File: src/hdl/mf2_pkg.sv
////////////////////////////////////////////////////////////////////////////
// shared constants and types for the Multiface Two add-on
// holds the snooped port codes, the shadow slot map inside the 8 KB RAM,
// the mode encoding and the gate array command decode
////////////////////////////////////////////////////////////////////////////

package mf2_pkg;

	// sizes
	localparam int cpu_addr_w = 16;
	localparam int mf2_addr_w = 13;
	localparam int mf2_depth  = 8192;
	localparam int data_w     = 8;

	// high address bytes of the snooped I/O ports
	localparam logic [7:0] port_ga       = 8'h7f;  // gate array
	localparam logic [7:0] port_crtc_sel = 8'hbc;
	localparam logic [7:0] port_crtc_val = 8'hbd;
	localparam logic [7:0] port_ppi      = 8'hf7;  // 8255
	localparam logic [7:0] port_rom_sel  = 8'hdf;  // upper rom select

	// FEE8h and FEEAh differ only in bit 1
	localparam logic [13:0] page_port_base = 14'h3fba;

	////////////////////////////////////////////////////////////////////////
	// shadow slots, fixed by the MF2 ROM software
	localparam logic [12:0] slot_pen       = 13'h1fcf;
	localparam logic [12:0] slot_border    = 13'h1fdf;
	localparam logic [12:0] slot_pen_base  = 13'h1f90;  // 16 ink entries
	localparam logic [12:0] slot_mode      = 13'h1fef;
	localparam logic [12:0] slot_bank      = 13'h1fff;
	localparam logic [12:0] slot_crtc_sel  = 13'h1cff;
	localparam logic [12:0] slot_crtc_base = 13'h1db0;  // 16 crtc registers
	localparam logic [12:0] slot_ppi       = 13'h17ff;
	localparam logic [12:0] slot_rom_sel   = 13'h1aac;

	// M1 fetch addresses
	localparam logic [15:0] nmi_entry_addr = 16'h0066;
	localparam logic [15:0] hide_addr      = 16'h0065;

	typedef enum logic [1:0] {
		mode_enabled  = 2'd0,
		mode_hidden   = 2'd1,
		mode_disabled = 2'd2
	} mf2_mode_e;

	// gate array command byte, pen select view and plain function view
	typedef union packed {
		struct packed {
			logic [1:0] func;
			logic       spare;
			logic [4:0] pen;
		} pen_sel;
		struct packed {
			logic [1:0] func;
			logic [5:0] payload;
		} raw;
	} ga_cmd_u;

endpackage

File: src/hdl/cpu_bus_if.sv
////////////////////////////////////////////////////////////////////////////
// snooped Z80 bus as seen by the Multiface Two blocks
// driven from the top level ports, each block takes its own modport
////////////////////////////////////////////////////////////////////////////

`timescale 1ns/1ns

interface cpu_bus_if ();
	import mf2_pkg::*;

	logic [cpu_addr_w-1:0] addr;
	logic [data_w-1:0]     data;    // cpu data out
	logic                  io_wr;
	logic                  mem_wr;
	logic                  mem_rd;
	logic                  m1;

	// I/O write decoder
	modport snoop (
		input addr,
		input data,
		input io_wr
	);

	// paging FSM only needs fetches
	modport pager (
		input addr,
		input m1
	);

	modport ram (
		input addr,
		input data,
		input mem_wr,
		input mem_rd
	);

endinterface

File: src/hdl/mf2_paging.sv
////////////////////////////////////////////////////////////////////////////
// Multiface Two paging control
// raises NMI from the front-panel key, pages the ROM/RAM in at the 0066h
// fetch, handles hiding at 0065h and the FEE8h/FEEAh page ports
////////////////////////////////////////////////////////////////////////////

`timescale 1ns/1ns

module mf2_paging (
	input  logic               clk_sys,
	input  logic               reset,
	cpu_bus_if.pager           bus,
	input  logic               key_nmi,
	input  mf2_pkg::mf2_mode_e mf2_mode,
	input  logic               page_wr,
	input  logic               page_on,
	output logic               nmi,
	output logic               active,
	output logic               rom_en,
	output logic               ram_en
);
	import mf2_pkg::*;

	logic key_nmi_q;
	logic m1_q;
	logic hidden;     // page ports ignored until next NMI entry
	logic key_rise;
	logic m1_rise;
	logic allowed;

	assign key_rise = key_nmi & ~key_nmi_q;
	assign m1_rise  = bus.m1 & ~m1_q;
	assign allowed  = (mf2_mode != mode_disabled);

	always_ff @(posedge clk_sys) begin
		if (reset) begin
			key_nmi_q <= 1'b0;
			m1_q      <= 1'b0;
		end else begin
			key_nmi_q <= key_nmi;
			m1_q      <= bus.m1;
		end
	end

	////////////////////////////////////////////////////////////////////////
	// nmi / active / hidden
	// later statements take priority, page port writes last

	always_ff @(posedge clk_sys) begin
		if (reset) begin
			nmi    <= 1'b0;
			active <= 1'b0;
			hidden <= (mf2_mode != mode_enabled);
		end else begin
			if (key_rise && !active && allowed)
				nmi <= 1'b1;

			// NMI vector fetch, MF2 ROM takes over
			if (m1_rise && nmi && bus.addr == nmi_entry_addr) begin
				active <= 1'b1;
				hidden <= 1'b0;
				nmi    <= 1'b0;
			end

			if (m1_rise && active && bus.addr == hide_addr)
				hidden <= 1'b1;

			if (page_wr)
				active <= page_on & ~hidden & allowed;
		end
	end

	////////////////////////////////////////////////////////////////////////
	// windows in the lower 16 KB

	assign rom_en = active & (bus.addr[15:13] == 3'b000);  // 0000h-1FFFh
	assign ram_en = active & (bus.addr[15:13] == 3'b001);  // 2000h-3FFFh

endmodule

File: src/flat_wrapper.sv
// flat-port wrapper written by rule: the top's interface ports become plain ports
module mf2_paging_flat import mf2_pkg::*;
  (clk_sys, reset, key_nmi, mf2_mode, page_wr, page_on, nmi, active, rom_en, ram_en, bus_addr, bus_m1);
  cpu_bus_if bus_i ();
  input  logic clk_sys;
  input  logic reset;
  input  logic key_nmi;
  input  mf2_pkg::mf2_mode_e mf2_mode;
  input  logic page_wr;
  input  logic page_on;
  output logic nmi;
  output logic active;
  output logic rom_en;
  output logic ram_en;
  input wire logic [$bits(bus_i.addr)-1:0] bus_addr;
  input wire logic [$bits(bus_i.m1)-1:0] bus_m1;
  assign bus_i.addr = bus_addr;
  assign bus_i.m1 = bus_m1;
  mf2_paging u_core (.clk_sys(clk_sys), .reset(reset), .bus(bus_i), .key_nmi(key_nmi), .mf2_mode(mf2_mode), .page_wr(page_wr), .page_on(page_on), .nmi(nmi), .active(active), .rom_en(rom_en), .ram_en(ram_en));
endmodule
File: config.mk
export PLATFORM = sky130hd
export DESIGN_NAME = mf2_paging_flat
export DESIGN_NICKNAME = d
export VERILOG_FILES = /design/src/hdl/mf2_pkg.sv /design/src/hdl/cpu_bus_if.sv /design/src/hdl/mf2_paging.sv /design/src/flat_wrapper.sv
export SDC_FILE = /design/constraint.sdc
export NUM_CORES = 1
export LEC_CHECK = 0
export BUFFER_PORTS_ARGS = -buffer_cell sky130_fd_sc_hd__buf_2
export CAP_MARGIN = 20
export CORE_AREA = 2 2 39 41
export CTS_BUF_LIST = sky130_fd_sc_hd__clkbuf_4 sky130_fd_sc_hd__clkbuf_8
export CTS_CLUSTER_DIAMETER = 40
export DETAILED_ROUTE_END_ITERATION = 10
export DIE_AREA = 0 0 41 43
export GPL_TIMING_DRIVEN = 0
export PLACE_DENSITY = 0.53
export SLEW_MARGIN = 40
export SYNTH_ARGS = -nofsm -noshare
export SYNTH_HDL_FRONTEND = slang
export SYNTH_SLANG_ARGS = --single-unit
File: constraint.sdc
create_clock -name clk_sys -period 1.6 [get_ports clk_sys]
set_input_delay 0.16 -clock clk_sys [delete_from_list [all_inputs] [get_ports clk_sys]]
set_output_delay 0.16 -clock clk_sys [all_outputs]
set_load 0.005 [all_outputs]
==> results of run 1 <==
==> cell families after synthesis <==
logic type,synth area share
flops,0.3372
simple gates,0.5019
compound gates,0.1609
==> per-stage QoR <==
stage	total power [mW]	hold slack, ns	setup slack, ns	instance area [sq um]
finish	0.3754	0.1564	0.3415	511.7
global route	0.3944	0.1603	0.2697	511.7
CTS	0.3799	0.1608	0.3244	511.7
detailed placement	0.2102	0.4015	0.3134	481.7
global placement	0.2094	0.4015	0.3168	481.7
floorplan	0.1657	0.2316	0.4673	326.6
==> final cells by class <==
class,count,area (sq um),area share
well taps,16,20.02,0.03912
flip-flops and latches,5,110.1,0.2152
repair buffers,27,135.1,0.2641
multi-input cells,26,216.5,0.4230
clock buffers,4,30.03,0.05868
==> cell usage in the layout (no fill, tap or decap), types with 2 or more instances in the layout <==
cell type	instances
nand3b_1	2
nor2_1	3
clkbuf_4	4
buf_2	27
dfxtp_1	4
nor2b_1	2
nor4bb_1	3
==> registers in the layout (all words and copies together) (netlist names) <==
signal,count
u_core.active,1
u_core.hidden,1
u_core.key_nmi_q,1
u_core.m1_q,1
u_core.nmi,1
==> critical path, cell delays in order (launching register included) <==
cell and delay, ns:
dfxtp_1 0.40, nor4bb_1 0.30, buf_2 0.16
==> layer usage <==
layer | part of all wire | up-vias
li1 | - | 190
met1 | 0.42 | 167
met2 | 0.46 | 21
met4 | 0.027 | 0
met3 | 0.10 | 2
met5 | 0 | -
==> power breakdown <==
part	total, mW	switching (mW)	internal [mW]	leakage (nW)
Combinational	0.0661	0.0278	0.0384	0.163
Sequential	0.142	0.00451	0.137	0.0428
Clock	0.167	0.0560	0.111	0.0184
==> path summary, 6_finish.rpt <==
path / cells after the start / slack [ns] / to / from
setup reg to reg: 3 / 0.39 / u_core.active / u_core.m1_q
hold / removal: 2 / 0.16 / u_core.key_nmi_q / key_nmi
hold reg to reg: 2 / 0.57 / u_core.nmi / u_core.nmi
setup / recovery: 2 / 0.34 / ram_en / u_core.active
==> summary.md, run 1 <==
| Metric | Value |
|---|---|
| Setup Buffers After CTS | `0` |
| First-pass GRT wire length | `between 1000 and 1500 um` |
| Vias in the first global route | `around 360` |
| Synth cell count leaders | `dfxtp_1 (4), nor2_1 (3), nor4bb_1 (3)` |
| GR Layer Usage met1 | `0.1165` |
| Period utilization | `0.7866` |
| Final wirelength | `around 850 um` |
| Synth Cell Area | `between 300 and 400 sq um` |
| Routability cong. | `0.6565` |
| Hold Crit Class | `in2reg` |
| Ports | `28` |
| Nets | `just under 90` |
| Status | `complete, no violations` |
| Final Hold Violating Endpoints | `0` |
| F_max | `794.6 MHz` |
| Cts hold-fix bufs | `0` |
| Yosys cell types | `22` |
| Worst-path maximum fanout | `6` |
| Yosys warnings | `0` |
| CP Launch Type | `register` |
| Worst EP required | `between 1 and 1.5 ns` |
| Max-slew violations | `0` |
| DP Cell Count | `74` |
| Post-cts resize count | `0` |
| Vias post-DR | `between 300 and 400` |
| Worst setup EP type | `output port` |
| Area Overhead vs Synth | `56.71%` |
| Cell accounting for the most synthesized area | `dfxtp_1` |
| Post-Synthesis Net Count | `55` |
| Clk Latency, worst-skew pair | `roughly 0.24 ns` |
| Async set-reset flop share out of synthesis | `0` |
| Fillers | `155` |
| Clock transition at path regs | `0.05 ns` |
| Yosys top cell area share | `0.2452` |
| Post-synth EDFFs | `1` |
| Global-route usage over all layers | `0.1157` |
| DR iter-0 viols | `5` |
| Max Buffers Root-to-Sink | `2` |
| Total CTS buffers | `3` |
| Initial Util | `0.2360` |
| Cell area power density | `733.6 nW/um^2` |
| GR Overflow Total | `0` |
| Initial antenna violation count | `0` |
| RSZ-0062 raised after global routing | `false` |
| Grt met3 use | `0.03665` |
| Number of vias per cell | `~5` |
| Post-route insts no fill | `78` |
| Ys flop type | `dfxtp_1` |
| Layout Utilization | `0.3698` |
| Clock Skews | `approximately 0.0022 ns` |
| Post-synthesis sequential area ratio | `0.3372` |
| Max Cap Viol | `0` |
| Synth Area per Inst | `approximately 11 sq um` |
| FF+latch count, synth | `5` |
| Tmin final | `1.259 ns` |
| H-tree Lvls | `1` |
| ANT cells | `0` |
| Most used routing layer | `met2` |
| Clk sink count | `5` |
| Root buffer cell | `clkbuf_4` |
| Setup violators final | `0` |
| Least-Margin Pin Slew | `slightly below 0.3 ns` |
| Row cnt | `14` |
| Drt first pass iters | `2` |
| Cells after synthesis | `31` |
| Final TNS setup | `0 ns` |
| Crit Path Category | `reg2out` |
| CP arrival | `approximately 1.1 ns` |
| Area of the die | `1763 sq um` |
| Core box area | `1384 sq um` |
| # DRC | `0` |
| Post-route ant nets | `0` |
| WL per Instance | `roughly 11 um` |
| Largest net degree at the start of global routing | `10` |
| Die Height | `about 43 um` |
| TritonCTS clock tree | `built` |
| GRT met2 Usage | `0.1688` |
| Count leader, synth | `dfxtp_1` |
| Lkg Pwr | `0.2237 nW` |
| Die width | `41 um` |
| Peak VDD IR | `209.0 uV` |
| Layout cells sized above 1 | `0.5484` |
| Slew headroom | `0.8006` |
| Port Buffer Count | `27` |
| Main area contributors after synthesis | `dfxtp_1 (25%), nor4bb_1 (9.2%), edfxtp_1 (9.2%), nand4bb_4 (8.4%), nor4_4 (6.5%)` |
Note: power is estimated with default switching activity, not from simulation.
==> inputs of run 2 (changes only) <==
--- a/config.mk
+++ b/config.mk
@@ -13,7 +13,7 @@
 export DETAILED_ROUTE_END_ITERATION = 10
 export DIE_AREA = 0 0 41 43
 export GPL_TIMING_DRIVEN = 0
-export PLACE_DENSITY = 0.53
+export PLACE_DENSITY = 0.55
 export SLEW_MARGIN = 40
 export SYNTH_ARGS = -nofsm -noshare
 export SYNTH_HDL_FRONTEND = slang
==> constraint.sdc (replaced) <==
create_clock -name clk_sys -period 1.1 [get_ports clk_sys]
set_input_delay 0.11 -clock clk_sys [delete_from_list [all_inputs] [get_ports clk_sys]]
set_output_delay 0.11 -clock clk_sys [all_outputs]
set_load 0.005 [all_outputs]
==> run 2 against run 1 <==
The flow now finishes with violations (negative setup slack). Sequential share of layout area shrank 1.2 points. Core utilization is 3.4 points higher. Die area unchanged. Critical endpoint is now u_core.active. Largest power group unchanged.
==> summary.md, run 2 (synthesized netlist as in run 1, its figures left out) <==
| Metric | Value |
|---|---|
| Status | `finished with violations` |
| Violated checks | `negative setup slack` |
| Sw Share | `0.2487 (+0.01347)` |
| Initial Util | `0.2360 (unchanged)` |
| Clock transition at path regs | `0.05 ns (about the same)` |
| Max incr delay on CP | `0.47 ns (+0.07 ns)` |
| TritonCTS clock tree | `built` |
| Post-route ant nets | `0 (unchanged)` |
| Vias post-DR | `394 (+3.7%)` |
| Slew headroom | `0.8094 (+0.008816)` |
| Lkg Pwr | `0.2442 nW (+9.1%)` |
| Flop pwr share | `0.364 (-0.014)` |
| Die Height | `43 um (unchanged)` |
| Core box area | `1384 sq um (unchanged)` |
| Cell area power density | `1007 nW/um^2 (+37%)` |
| Initial antenna violation count | `0 (unchanged)` |
| Slowest CP cell | `or4_1` |
| Most used routing layer | `met2` |
| Worst EP required | `1.28 ns (-0.16 ns)` |
| Internal power | `0.4230 mW (+47%)` |
| Tmin final | `between 1 and 1.5 ns` |
| Fillers | `150 (-3.2%)` |
| Grt met3 use | `0 (-0.03665)` |
| Detailed Place HPWL | `roughly 700 um` |
| Die width | `41 um (unchanged)` |
| F_max | `between 800 and 900 MHz` |
| First-pass GRT wire length | `1317 um (+1.0%)` |
| Worst setup margin | `-0.04191 ns (-0.3834 ns)` |
| Combinational group share of total power | `0.192 (+0.016)` |
| Number of vias per cell | `4.925 (+1.1%)` |
| Vias in the first global route | `367 (+1.7%)` |
| Port Buffer Count | `27 (unchanged)` |
| ANT cells | `0 (unchanged)` |
| Global-route usage over all layers | `0.1136 (-0.002126)` |
| Drt first pass iters | `4 (+2)` |
| Clk Latency, worst-skew pair | `0.25 ns (about the same)` |
| Layout cells sized above 1 | `0.6250 (+0.07661)` |
| Largest net degree at the start of global routing | `10 (unchanged)` |
| Ports | `28 (unchanged)` |
| GR Layer Usage met1 | `0.1323 (+0.01575)` |
| Period utilization | `1.038` |
| CP Launch Type | `register` |
| WL per Instance | `11.40 um (+4.6%)` |
| RSZ-0062 raised after global routing | `true` |
| Area Overhead vs Synth | `71.26%` |
| Row cnt | `14 (unchanged)` |
| Cts hold-fix bufs | `0 (unchanged)` |
| Worst setup EP type | `register` |
| Clk pwr share | `0.444 (-0.002)` |
| Crit Path Category | `reg2reg` |
| Peak VDD IR | `313.7 uV (+50%)` |
| Nets | `89 (+2.3%)` |
| Leading cell type in the layout, fill and taps excluded | `buf_2` |
| GRT met2 Usage | `0.1781 (+0.009375)` |
| Least-Margin Pin Slew | `0.2820 ns (-0.01305 ns)` |
| Commonest non-fill, non-tap cells in the layout | `buf_2 (27), clkbuf_4 (4), nor2_1 (3), dfxtp_1 (3)` |
| Final TNS setup | `-0.04191 ns (-0.04191 ns)` |
| Final wirelength | `912 um (+7.3%)` |
| Cell chain of the critical path | `nand4bb_4, or4_1, o21ai_1` |
| # DRC | `0 (unchanged)` |
| Setup violators final | `1 (+1)` |
| Max Buffers Root-to-Sink | `2 (unchanged)` |
| Max Cap Viol | `0 (unchanged)` |
| Clk sink count | `5 (unchanged)` |
| H-tree Lvls | `1 (unchanged)` |
| Worst slack, placed | `-0.1120 ns (-0.4254 ns)` |
| Clock Skews | `0.003064 ns (+0.0008353 ns)` |
| Total CTS buffers | `3 (unchanged)` |
| Area of the die | `1763 sq um (unchanged)` |
| Max-slew violations | `0 (unchanged)` |
| Routability cong. | `0.6841 (+4.2%)` |
| DR iter-0 viols | `8 (+3)` |
| Root buffer cell | `clkbuf_4` |
| Final Hold Violating Endpoints | `0 (unchanged)` |
| CP arrival | `1.32 ns (+0.22 ns)` |
| NetSw | `0.1400 mW (+59%)` |
| Hold Crit Class | `in2reg` |
| GR Overflow Total | `0 (unchanged)` |
| Worst-path maximum fanout | `3 (-3)` |
## run 2: final cells by class
class,instances,area [sq um],area share
Multi-Input combinational cell,26,245.2,0.4385
Sequential cell,5,113.9,0.2036
Clock buffer,4,30.03,0.05369
Timing Repair Buffer,29,150.1,0.2685
Tap cell,16,20.02,0.03579
## run 2: power groups by stage
stage | registers [mW] | logic, mW | clock network, mW
2_1_floorplan | 0.208 | 0.0328 | 0
3_3_place_gp | 0.210 | 0.0960 | 0
3_5_place_dp | 0.210 | 0.0960 | 0
4_1_cts | 0.205 | 0.105 | 0.254
5_1_grt | 0.207 | 0.117 | 0.259
6_report | 0.205 | 0.108 | 0.250
## run 2: metrics by stage
step                cell area, sq um    util  total power [mW]  std cells  hold WS, ns
floorplan                      326.6       -            0.2411         31       0.1816
global route                   559.3  0.4042            0.5834         80       0.1277
global placement               481.7  0.3481            0.3055         74       0.3393
detailed placement             481.7  0.3481            0.3059         74       0.3413
finish                         559.3  0.4042            0.5629         80      0.08290
CTS                            544.3  0.3933            0.5639         79      0.08077
## run 2: path summary, 6_finish.rpt
path                      start                to  slack [ns]  cells past startpoint
setup / recovery    u_core.m1_q     u_core.active       -0.04                      3
hold / removal          key_nmi  u_core.key_nmi_q        0.08                      2
setup reg to reg    u_core.m1_q     u_core.active       -0.04                      3
hold reg to reg   u_core.active     u_core.active        0.54                      2
## run 2: routing by layer
| layer | wire length, um | part of all wire |
|---|---|---|
| met1 | 379 | 0.42 |
| met2 | 443 | 0.49 |
| met3 | 75 | 0.082 |
| met4 | 14 | 0.015 |
| met5 | 0 | 0 |
## run 2: worst max-delay path: cells and delay by family (launching register included)
family / cells / cell delay, ns
flip-flops: 1 / 0.30
AO/OA/AOI/OAI: 1 / 0.11
AND/OR/NAND/NOR: 2 / 0.66
## run 2: timing repair
| item | CTS | global route |
|---|---|---|
| pin swaps | 3 | 3 |
| setup endpoints to repair | 4 | 3 |
| hold endpoints to repair | 0 | 0 |
| setup buffers | 1 | 1 |
| resized for setup | 5 | 1 |
