## config.mk

```make
export PLATFORM = sky130hd
export DESIGN_NAME = mf2_io_snoop_flat
export DESIGN_NICKNAME = d
export VERILOG_FILES = /design/src/hdl/mf2_pkg.sv /design/src/hdl/cpu_bus_if.sv /design/src/hdl/mf2_io_snoop.sv /design/src/flat_wrapper.sv
export SDC_FILE = /design/constraint.sdc
export NUM_CORES = 1
export LEC_CHECK = 0
export BUFFER_PORTS_ARGS = -buffer_cell sky130_fd_sc_hd__clkbuf_2
export CELL_PAD_IN_SITES_DETAIL_PLACEMENT = 1
export CELL_PAD_IN_SITES_GLOBAL_PLACEMENT = 2
export CORE_MARGIN = 1
export CORE_UTILIZATION = 29
export CTS_CLUSTER_SIZE = 28
export DETAILED_ROUTE_END_ITERATION = 7
export PLACE_DENSITY_LB_ADDON = 0.1
export SYNTH_ARGS = -nofsm -noshare
export SYNTH_HDL_FRONTEND = slang
export SYNTH_SLANG_ARGS = --single-unit
```

## constraint.sdc

```tcl
create_clock -name clk_sys -period 2.6 [get_ports clk_sys]
set_input_delay 0.26 -clock clk_sys [delete_from_list [all_inputs] [get_ports clk_sys]]
set_output_delay 0.26 -clock clk_sys [all_outputs]
set_load 0.02 [all_outputs]
```

## src/hdl/mf2_pkg.sv

```systemverilog
////////////////////////////////////////////////////////////////////////////
// shared constants and types for the Multiface Two add-on
// holds the snooped port codes, the shadow slot map inside the 8 KB RAM,
// the mode encoding and the gate array command decode
////////////////////////////////////////////////////////////////////////////

package mf2_pkg;

	// sizes
	localparam int cpu_addr_w = 16;
	localparam int mf2_addr_w = 13;
	localparam int mf2_depth  = 8192;
	localparam int data_w     = 8;

	// high address bytes of the snooped I/O ports
	localparam logic [7:0] port_ga       = 8'h7f;  // gate array
	localparam logic [7:0] port_crtc_sel = 8'hbc;
	localparam logic [7:0] port_crtc_val = 8'hbd;
	localparam logic [7:0] port_ppi      = 8'hf7;  // 8255
	localparam logic [7:0] port_rom_sel  = 8'hdf;  // upper rom select

	// FEE8h and FEEAh differ only in bit 1
	localparam logic [13:0] page_port_base = 14'h3fba;

	////////////////////////////////////////////////////////////////////////
	// shadow slots, fixed by the MF2 ROM software
	localparam logic [12:0] slot_pen       = 13'h1fcf;
	localparam logic [12:0] slot_border    = 13'h1fdf;
	localparam logic [12:0] slot_pen_base  = 13'h1f90;  // 16 ink entries
	localparam logic [12:0] slot_mode      = 13'h1fef;
	localparam logic [12:0] slot_bank      = 13'h1fff;
	localparam logic [12:0] slot_crtc_sel  = 13'h1cff;
	localparam logic [12:0] slot_crtc_base = 13'h1db0;  // 16 crtc registers
	localparam logic [12:0] slot_ppi       = 13'h17ff;
	localparam logic [12:0] slot_rom_sel   = 13'h1aac;

	// M1 fetch addresses
	localparam logic [15:0] nmi_entry_addr = 16'h0066;
	localparam logic [15:0] hide_addr      = 16'h0065;

	typedef enum logic [1:0] {
		mode_enabled  = 2'd0,
		mode_hidden   = 2'd1,
		mode_disabled = 2'd2
	} mf2_mode_e;

	// gate array command byte, pen select view and plain function view
	typedef union packed {
		struct packed {
			logic [1:0] func;
			logic       spare;
			logic [4:0] pen;
		} pen_sel;
		struct packed {
			logic [1:0] func;
			logic [5:0] payload;
		} raw;
	} ga_cmd_u;

endpackage

```

## src/hdl/cpu_bus_if.sv

```systemverilog
////////////////////////////////////////////////////////////////////////////
// snooped Z80 bus as seen by the Multiface Two blocks
// driven from the top level ports, each block takes its own modport
////////////////////////////////////////////////////////////////////////////

`timescale 1ns/1ns

interface cpu_bus_if ();
	import mf2_pkg::*;

	logic [cpu_addr_w-1:0] addr;
	logic [data_w-1:0]     data;    // cpu data out
	logic                  io_wr;
	logic                  mem_wr;
	logic                  mem_rd;
	logic                  m1;

	// I/O write decoder
	modport snoop (
		input addr,
		input data,
		input io_wr
	);

	// paging FSM only needs fetches
	modport pager (
		input addr,
		input m1
	);

	modport ram (
		input addr,
		input data,
		input mem_wr,
		input mem_rd
	);

endinterface

```

## src/hdl/mf2_io_snoop.sv

```systemverilog
////////////////////////////////////////////////////////////////////////////
// I/O write snooper for the Multiface Two
// turns writes to the gate array, CRTC, 8255 and rom select ports into
// shadow RAM stores, and writes to FEE8h/FEEAh into page requests
////////////////////////////////////////////////////////////////////////////

`timescale 1ns/1ns

module mf2_io_snoop (
	input  logic                         clk_sys,
	input  logic                         reset,
	cpu_bus_if.snoop                     bus,
	output logic                         store_we,
	output logic [mf2_pkg::mf2_addr_w-1:0] store_addr,
	output logic [mf2_pkg::data_w-1:0]     store_data,
	output logic                         page_wr,
	output logic                         page_on
);
	import mf2_pkg::*;

	logic                  io_wr_q;
	logic [4:0]            pen_q;       // last selected pen
	logic [3:0]            crtc_sel_q;  // last crtc register index
	logic [mf2_addr_w-1:0] slot;
	ga_cmd_u               cmd;
	logic                  io_edge;
	logic                  is_page_port;

	assign cmd          = bus.data;
	assign io_edge      = bus.io_wr & ~io_wr_q;
	assign is_page_port = (bus.addr[15:2] == page_port_base);

	// slot for the current write, 0 means not shadowed
	always_comb begin
		case (bus.addr[15:8])
			port_ga: begin
				case (cmd.raw.func)
					2'b00:   slot = slot_pen;
					2'b01:   slot = pen_q[4] ? slot_border
						: slot_pen_base + {9'd0, pen_q[3:0]};
					2'b10:   slot = slot_mode;
					default: slot = slot_bank;
				endcase
			end
			port_crtc_sel: slot = slot_crtc_sel;
			port_crtc_val: slot = slot_crtc_base + {9'd0, crtc_sel_q};
			port_ppi:      slot = slot_ppi;
			port_rom_sel:  slot = slot_rom_sel;
			default:       slot = '0;
		endcase
	end

	always_ff @(posedge clk_sys) begin
		if (reset) begin
			io_wr_q    <= 1'b0;
			store_we   <= 1'b0;
			page_wr    <= 1'b0;
			pen_q      <= '0;
			crtc_sel_q <= '0;
		end else begin
			io_wr_q  <= bus.io_wr;
			store_we <= 1'b0;
			page_wr  <= 1'b0;
			if (io_edge && is_page_port) begin
				page_wr <= 1'b1;
			end else if (io_edge && slot != '0) begin
				store_we <= 1'b1;
				if (bus.addr[15:8] == port_ga && cmd.raw.func == 2'b00)
					pen_q <= cmd.pen_sel.pen;
				if (bus.addr[15:8] == port_crtc_sel)
					crtc_sel_q <= bus.data[3:0];
			end
		end
	end

	// payload follows the strobes above
	always_ff @(posedge clk_sys) begin
		if (io_edge) begin
			store_addr <= slot;
			store_data <= bus.data;
			page_on    <= ~bus.addr[1];  // FEE8h pages in, FEEAh out
		end
	end

endmodule

```

## src/flat_wrapper.sv

```systemverilog
// flat-port wrapper written by rule: the top's interface ports become plain ports
module mf2_io_snoop_flat import mf2_pkg::*;
  (clk_sys, reset, store_we, store_addr, store_data, page_wr, page_on, bus_addr, bus_data, bus_io_wr);
  cpu_bus_if bus_i ();
  input  logic clk_sys;
  input  logic reset;
  output logic store_we;
  output logic [mf2_pkg::mf2_addr_w-1:0] store_addr;
  output logic [mf2_pkg::data_w-1:0] store_data;
  output logic page_wr;
  output logic page_on;
  input wire logic [$bits(bus_i.addr)-1:0] bus_addr;
  input wire logic [$bits(bus_i.data)-1:0] bus_data;
  input wire logic [$bits(bus_i.io_wr)-1:0] bus_io_wr;
  assign bus_i.addr = bus_addr;
  assign bus_i.data = bus_data;
  assign bus_i.io_wr = bus_io_wr;
  mf2_io_snoop u_core (.clk_sys(clk_sys), .reset(reset), .bus(bus_i), .store_we(store_we), .store_addr(store_addr), .store_data(store_data), .page_wr(page_wr), .page_on(page_on));
endmodule
```

==> results of run 1 <==
-- cell type report --
type | count | area [um2]
fillers | 498 | 2650
flip-flops and latches | 33 | 871
multi-input cells | 64 | 422
repair buffers | 51 | 260
clock buffers | 6 | 72.6
well taps | 52 | 65.1
clock inverters | 2 | 33.8
inverters | 4 | 15.0
-- cells in the final DEF, fill, tap and decap left out, types with 2 or more instances in the layout --
cell,n
nand2_1,9
or4b_2,2
inv_1,4
clkbuf_8,5
clkbuf_2,49
buf_4,2
edfxtp_1,21
and2_1,3
a21oi_1,3
a221o_1,2
dfxtp_1,12
o21ai_0,4
nand4_1,2
nand3_1,4
mux2i_1,9
nor2_1,13
-- power by group through the flow --
stage,clock [W],combinational (W),sequential [W]
after floorplan,0,0.0000223,0.000610
after global placement,0,0.0000895,0.000590
after detailed placement,0,0.0000915,0.000590
after CTS,0.000476,0.0000921,0.000579
after global routing,0.000501,0.0000986,0.000579
final,0.000462,0.0000905,0.000579
-- through the flow --
step | area [um2] | util | worst slack (ns) | hold slack (ns) | power (W)
2_1_floorplan | 1330 | - | 0.330 | 0.329 | 0.000632
3_3_place_gp | 1630 | 0.372 | 0.704 | 0.439 | 0.000679
3_5_place_dp | 1630 | 0.372 | 0.683 | 0.440 | 0.000682
4_1_cts | 1740 | 0.397 | 0.974 | 0.142 | 0.00115
5_1_grt | 1740 | 0.397 | 0.939 | 0.145 | 0.00118
6_report | 1740 | 0.397 | 0.976 | 0.152 | 0.00113
-- final timing paths --
path	from	to	cells after the start
max	bus_addr[14]	u_core.crtc_sel_q[1]$_SDFFE_PP0P_	5
min	bus_data[5]	u_core.store_data[5]$_DFFE_PP_	1
max reg2reg	u_core.pen_q[4]$_SDFFE_PP0P_	u_core.store_addr[0]$_DFFE_PP_	4
min reg2reg	u_core.pen_q[3]$_SDFFE_PP0P_	u_core.pen_q[3]$_SDFFE_PP0P_	2
-- per-layer routing --
layer	vias to the layer above	GRT usage
li1	496	-
met1	506	0.159
met2	28	0.244
met3	9	0.0465
met4	0	0.0733
met5	-	0
-- flip-flops by register name, indices dropped and copies added (netlist names) --
name and count:
u_core.io_wr_q 1, u_core.store_data 8, u_core.page_on 1, u_core.store_addr 12
u_core.crtc_sel_q 4, u_core.page_wr 1, u_core.pen_q 5, u_core.store_we 1
-- kinds of logic after synthesis --
| logic type | after synthesis |
|---|---|
| AND/OR/NAND/NOR | 42 |
| multiplexers | 9 |
| AO/OA/AOI/OAI | 12 |
| flip-flops | 33 |
| XOR/XNOR | 1 |
| buffers and inverters | 9 |
-- worst register-to-register path, delay by kind of cell, from the launching register on --
family / cells / cell delay (ns)
AND/OR/NAND/NOR: 2 / 0.26
AO/OA/AOI/OAI: 2 / 0.58
flip-flops: 1 / 0.31
-- cell usage after synthesis (2+ instances only) --
library cell | number | area, um2
nand2_1 | 9 | 33.8
o21ai_0 | 4 | 20.0
dfxtp_1 | 12 | 240
a221o_1 | 2 | 20.0
nand4_1 | 2 | 12.5
edfxtp_1 | 21 | 631
mux2i_1 | 9 | 90.1
and2_1 | 3 | 18.8
clkbuf_1 | 3 | 11.3
or4b_2 | 2 | 20.0
nand3_1 | 4 | 20.0
a21oi_1 | 3 | 15.0
inv_1 | 4 | 15.0
nor2_1 | 13 | 48.8
==> flow_summary.json, run 1 <==
{
  "crit_fanout": 4,
  "first_pass_iters": 4,
  "cts.reportedPaths.clkPinSlew_ns": 0.07,
  "synth-async-reset-ratio": 0,
  "fin_tns_setup_ns": 0,
  "synth-xor-area-share": 0.00659,
  "synth_top_family_by_area": "simple AND/OR/NAND/NOR gates",
  "track_usage": 0.143,
  "syn_inst": 106,
  "clk_latency_ns": 0.28,
  "cp-start-kind": "input pin",
  "wl_met3_um": 151,
  "ant_nets": 0,
  "h-tree-depth": 2,
  "synthFlopType": "edfxtp_1",
  "p_leak_nw": 0.825,
  "cp.required_ns": 2.76,
  "fin_skew_ns": 0.00386,
  "top_layer": "met4",
  "worst_pin_slew_ns": 0.469,
  "rsz0062_at_grt": "false",
  "synth_compound_area_frac": 0.0659,
  "cts_sinks": 33,
  "ioPinCount": 51,
  "rows": 24,
  "grt_overflow_total": 0,
  "drive_gt1_frac": 0.388,
  "placed_cells": 204,
  "vias_per_cell": 4.90,
  "synth_mux_area_frac": 0.0678,
  "powerDensity_nw_per_um2": 650,
  "cap_violations": 0,
  "numCtsBuffers": 5,
  "fmax_mhz": 616,
  "ir_drop_mv": 0.262,
  "numPortBuffers": 49,
  "hpwlAfterDp_um": 2310,
  "ys_warn_count": 0,
  "period_share": 0.624,
  "synth.yosys.seq_area_share": 0.655,
  "cp_slowest_cell": "or4_1",
  "met1_length_um": 1340,
  "final_max_slew_viol_count": 0,
  "grt_first_pass_wirelength_um": 5260,
  "postCtsSetupBuffers": 0,
  "drt-total-wl_um": 3180,
  "worstSetupPathType": "in -> reg",
  "min_period_ns": 1.62,
  "die_x_um": 69.7,
  "synth.distinct_cells": 29,
  "critical_path_buf_inv_count": 1,
  "p_switching_w": 0.000243,
  "syn_area_um2": 1330,
  "crit_family": "simple AND/OR/NAND/NOR gates",
  "tritoncts": "built",
  "combPwrFrac": 0.080,
  "clock-root-buffer": "clkbuf_8",
  "cts_buffer_depth": 2,
  "gp_congestion": 0.699,
  "setup_viol": 0,
  "antenna_found_initial": 0,
  "p_sw_frac": 0.215,
  "synth_edf_count": 21,
  "outcome": "finished, final reports clean",
  "crit_path_end_kind": "register",
  "grt_max_degree": 23,
  "arrival_ns": 1.79,
  "start_util": 0.303,
  "via_count": 1039,
  "r2r_slack_ns": 1.20,
  "synth_area_per_cell_um2": 12.5,
  "cts_resized": 0,
  "min_path_type": "in -> reg",
  "core_region_area_um2": 4380,
  "wl_met2_um": 1590,
  "wl_per_cell_um": 15.0,
  "ctsHoldBuffers": 0,
  "synth_fa_ha_area_frac": 0,
  "area.growth.synth_to_final_pct": 30.9,
  "synth_fp_nets": 133,
  "internal_power_w": 0.000889,
  "hold_viol": 0,
  "grt_pass1_vias": 1110,
  "p_seq_frac": 0.511,
  "ys_ff_latch": 33,
  "stdcell_count": 212,
  "slew-limit-headroom": 0.688,
  "drc_errors": 0,
  "dieArea_um2": 4860,
  "max_stage_delay_ns": 0.58,
  "fp.dieH_um": 69.7,
  "p_clk_frac": 0.409,
  "drt_iter0_markers": 75,
  "worstPathCellList": "clkbuf_2 -> or4b_1 -> or4_1 -> mux2i_1 -> nor2_1",
  "synth-simple-area-share": 0.175,
  "diodes": 0,
  "final_nets": 186
}
(Power assumes the default switching activity.)
==> run 2, diff against run 1 <==
==> constraint.sdc (replaced) <==
create_clock -name clk_sys -period 1.58 [get_ports clk_sys]
set_input_delay 0.158 -clock clk_sys [delete_from_list [all_inputs] [get_ports clk_sys]]
set_output_delay 0.158 -clock clk_sys [all_outputs]
set_load 0.02 [all_outputs]
==> run 2 against run 1 <==
Net effect:
- utilization rose by 2.3 points
- sequential share of layout area fell by 2.8 points
- sequential power rose by 65%
- non-clock buffer count rose by 13
- global-route usage rose by 0.29 points
- via count rose by 3.3%
- design area rose by 5.9%
- critical path type unchanged
- critical endpoint is now u_core.crtc_sel_q[3]$_SDFFE_PP0P_
==> flow_summary.json, run 2 (synthesis results as in run 1) <==
{
  "outcome": "finished, final reports clean",
  "hp-start": "bus_data[5]",
  "dieArea_um2": 4860,
  "final_cell_mix": "clkbuf_2 (49), edfxtp_1 (21), buf_4 (15)",
  "clock-root-buffer": "clkbuf_8",
  "worst_pin_slew_ns": 0.405,
  "postCtsSetupBuffers": 0,
  "hpwlAfterDp_um": 2520,
  "core_region_area_um2": 4380,
  "final_common_cell": "clkbuf_2",
  "final_cell_area_um2": 1840,
  "cap_violations": 0,
  "cp-start-kind": "input pin",
  "multi_input_comb_area_um2": 427,
  "numCtsBuffers": 5,
  "hold_viol": 0,
  "arrival_ns": 1.63,
  "p_switching_w": 0.000411,
  "reg2reg_depth": 3,
  "grt_overflow_total": 0,
  "slew-limit-headroom": 0.730,
  "h-tree-depth": 2,
  "drive_gt1_frac": 0.434,
  "ant_nets": 0,
  "clk_latency_ns": 0.29,
  "drc_errors": 0,
  "wl_per_cell_um": 14.3,
  "reg.largest.list": "u_core.store_addr (12), u_core.store_data (8), u_core.pen_q (5)",
  "largest_reg_flops": 12,
  "min_period_ns": 1.45,
  "die_x_um": 69.7,
  "grt_pass1_vias": 1100,
  "p_sw_frac": 0.218,
  "ioPinCount": 51,
  "stdcell_count": 225,
  "worstPathCellList": "clkbuf_2 -> or4b_1 -> or4_1 -> mux2i_1 -> nor2_1",
  "area.growth.synth_to_final_pct": 38.6,
  "gp_congestion": 0.702,
  "cts_buffer_depth": 2,
  "final_max_slew_viol_count": 0,
  "seq_area_um2": 871,
  "fin_util": 0.420,
  "p_leak_nw": 0.889,
  "holdPathStages": 1,
  "placed_cells": 217,
  "first_pass_iters": 4,
  "diodes": 0,
  "ctsHoldBuffers": 0,
  "cts_sinks": 33,
  "fp.dieH_um": 69.7,
  "track_usage": 0.146,
  "r2r_slack_ns": 0.20,
  "total_power_w": 0.00189,
  "crit_fanout": 4,
  "max_stage_delay_ns": 0.56,
  "dpl-instance-area_um2": 1740,
  "ir_drop_mv": 0.473,
  "grt_max_degree": 17,
  "internal_power_w": 0.00147,
  "rsz0062_at_grt": "false",
  "rows": 24,
  "drt_iter0_markers": 69,
  "numPortBuffers": 49,
  "min_path_type": "in -> reg",
  "p_clk_frac": 0.408,
  "antenna_found_initial": 0,
  "hold_path_end": "u_core.store_data[5]$_DFFE_PP_",
  "cts_resized": 0,
  "fin_skew_ns": 0.00444,
  "combPwrFrac": 0.086,
  "start_util": 0.303,
  "worstSetupPathType": "in -> reg",
  "final_nets": 199,
  "cp_slowest_cell": "or4b_1",
  "setup_viol": 0,
  "vias_per_cell": 4.77,
  "drt-total-wl_um": 3230,
  "via_count": 1073,
  "fin_tns_setup_ns": 0,
  "cp.required_ns": 1.76,
  "powerDensity_nw_per_um2": 1020,
  "cts.reportedPaths.clkPinSlew_ns": 0.07,
  "r2r_start": "u_core.io_wr_q$_SDFF_PP0_",
  "p_seq_frac": 0.505,
  "grt_first_pass_wirelength_um": 5260,
  "critical_path_buf_inv_count": 1,
  "rr_endpoint": "u_core.crtc_sel_q[3]$_SDFFE_PP0P_",
  "tritoncts": "built",
  "fmax_mhz": 689,
  "period_share": 0.918,
  "regMostFlops": "u_core.store_addr",
  "crit_family": "simple AND/OR/NAND/NOR gates",
  "crit_path_end_kind": "register",
  "nFillCells": 510
}
## run 2: worst max path at each step
stage	startpoint	to	slack, ns	cells after the start
final	bus_addr[14]	u_core.crtc_sel_q[3]$_SDFFE_PP0P_	0.13	5
after global routing	bus_addr[14]	u_core.crtc_sel_q[3]$_SDFFE_PP0P_	0.05	5
after CTS	bus_addr[14]	u_core.crtc_sel_q[1]$_SDFFE_PP0P_	0.13	5
after detailed placement	bus_addr[14]	u_core.crtc_sel_q[1]$_SDFFE_PP0P_	-0.18	5
after global placement	bus_addr[14]	u_core.crtc_sel_q[0]$_SDFFE_PP0P_	-0.14	5
after floorplan	bus_addr[14]	u_core.crtc_sel_q[0]$_SDFFE_PP0P_	0.05	5
## run 2: final cells by class
class                      count  share of cell area
multi-input combinational     64               0.232
timing repair buffer          64               0.194
clock buffer                   6              0.0394
sequential                    33               0.473
inverter                       4             0.00815
clock inverter                 2              0.0183
tap                           52              0.0353
## run 2: through the flow
| stage | hold slack [ns] | setup slack (ns) |
|---|---|---|
| detailed placement | 0.348 | -0.178 |
| finish | 0.0455 | 0.129 |
| floorplan | 0.227 | 0.0479 |
| global placement | 0.340 | -0.141 |
| global route | 0.0390 | 0.0498 |
| CTS | 0.0380 | 0.126 |
## run 2: power groups by stage
stage	clock, W	combinational (W)	sequential, W
2_1_floorplan	0	0.0000384	0.00100
6_report	0.000770	0.000163	0.000953
5_1_grt	0.000830	0.000177	0.000955
4_1_cts	0.000807	0.000166	0.000953
3_3_place_gp	0	0.000163	0.000971
3_5_place_dp	0	0.000165	0.000973
## run 2: per-layer routing
layer  routed length (um)  GRT usage
met4                   91     0.0867
met1                 1340      0.169
met5                    0          0
met3                  151     0.0363
met2                 1650      0.244
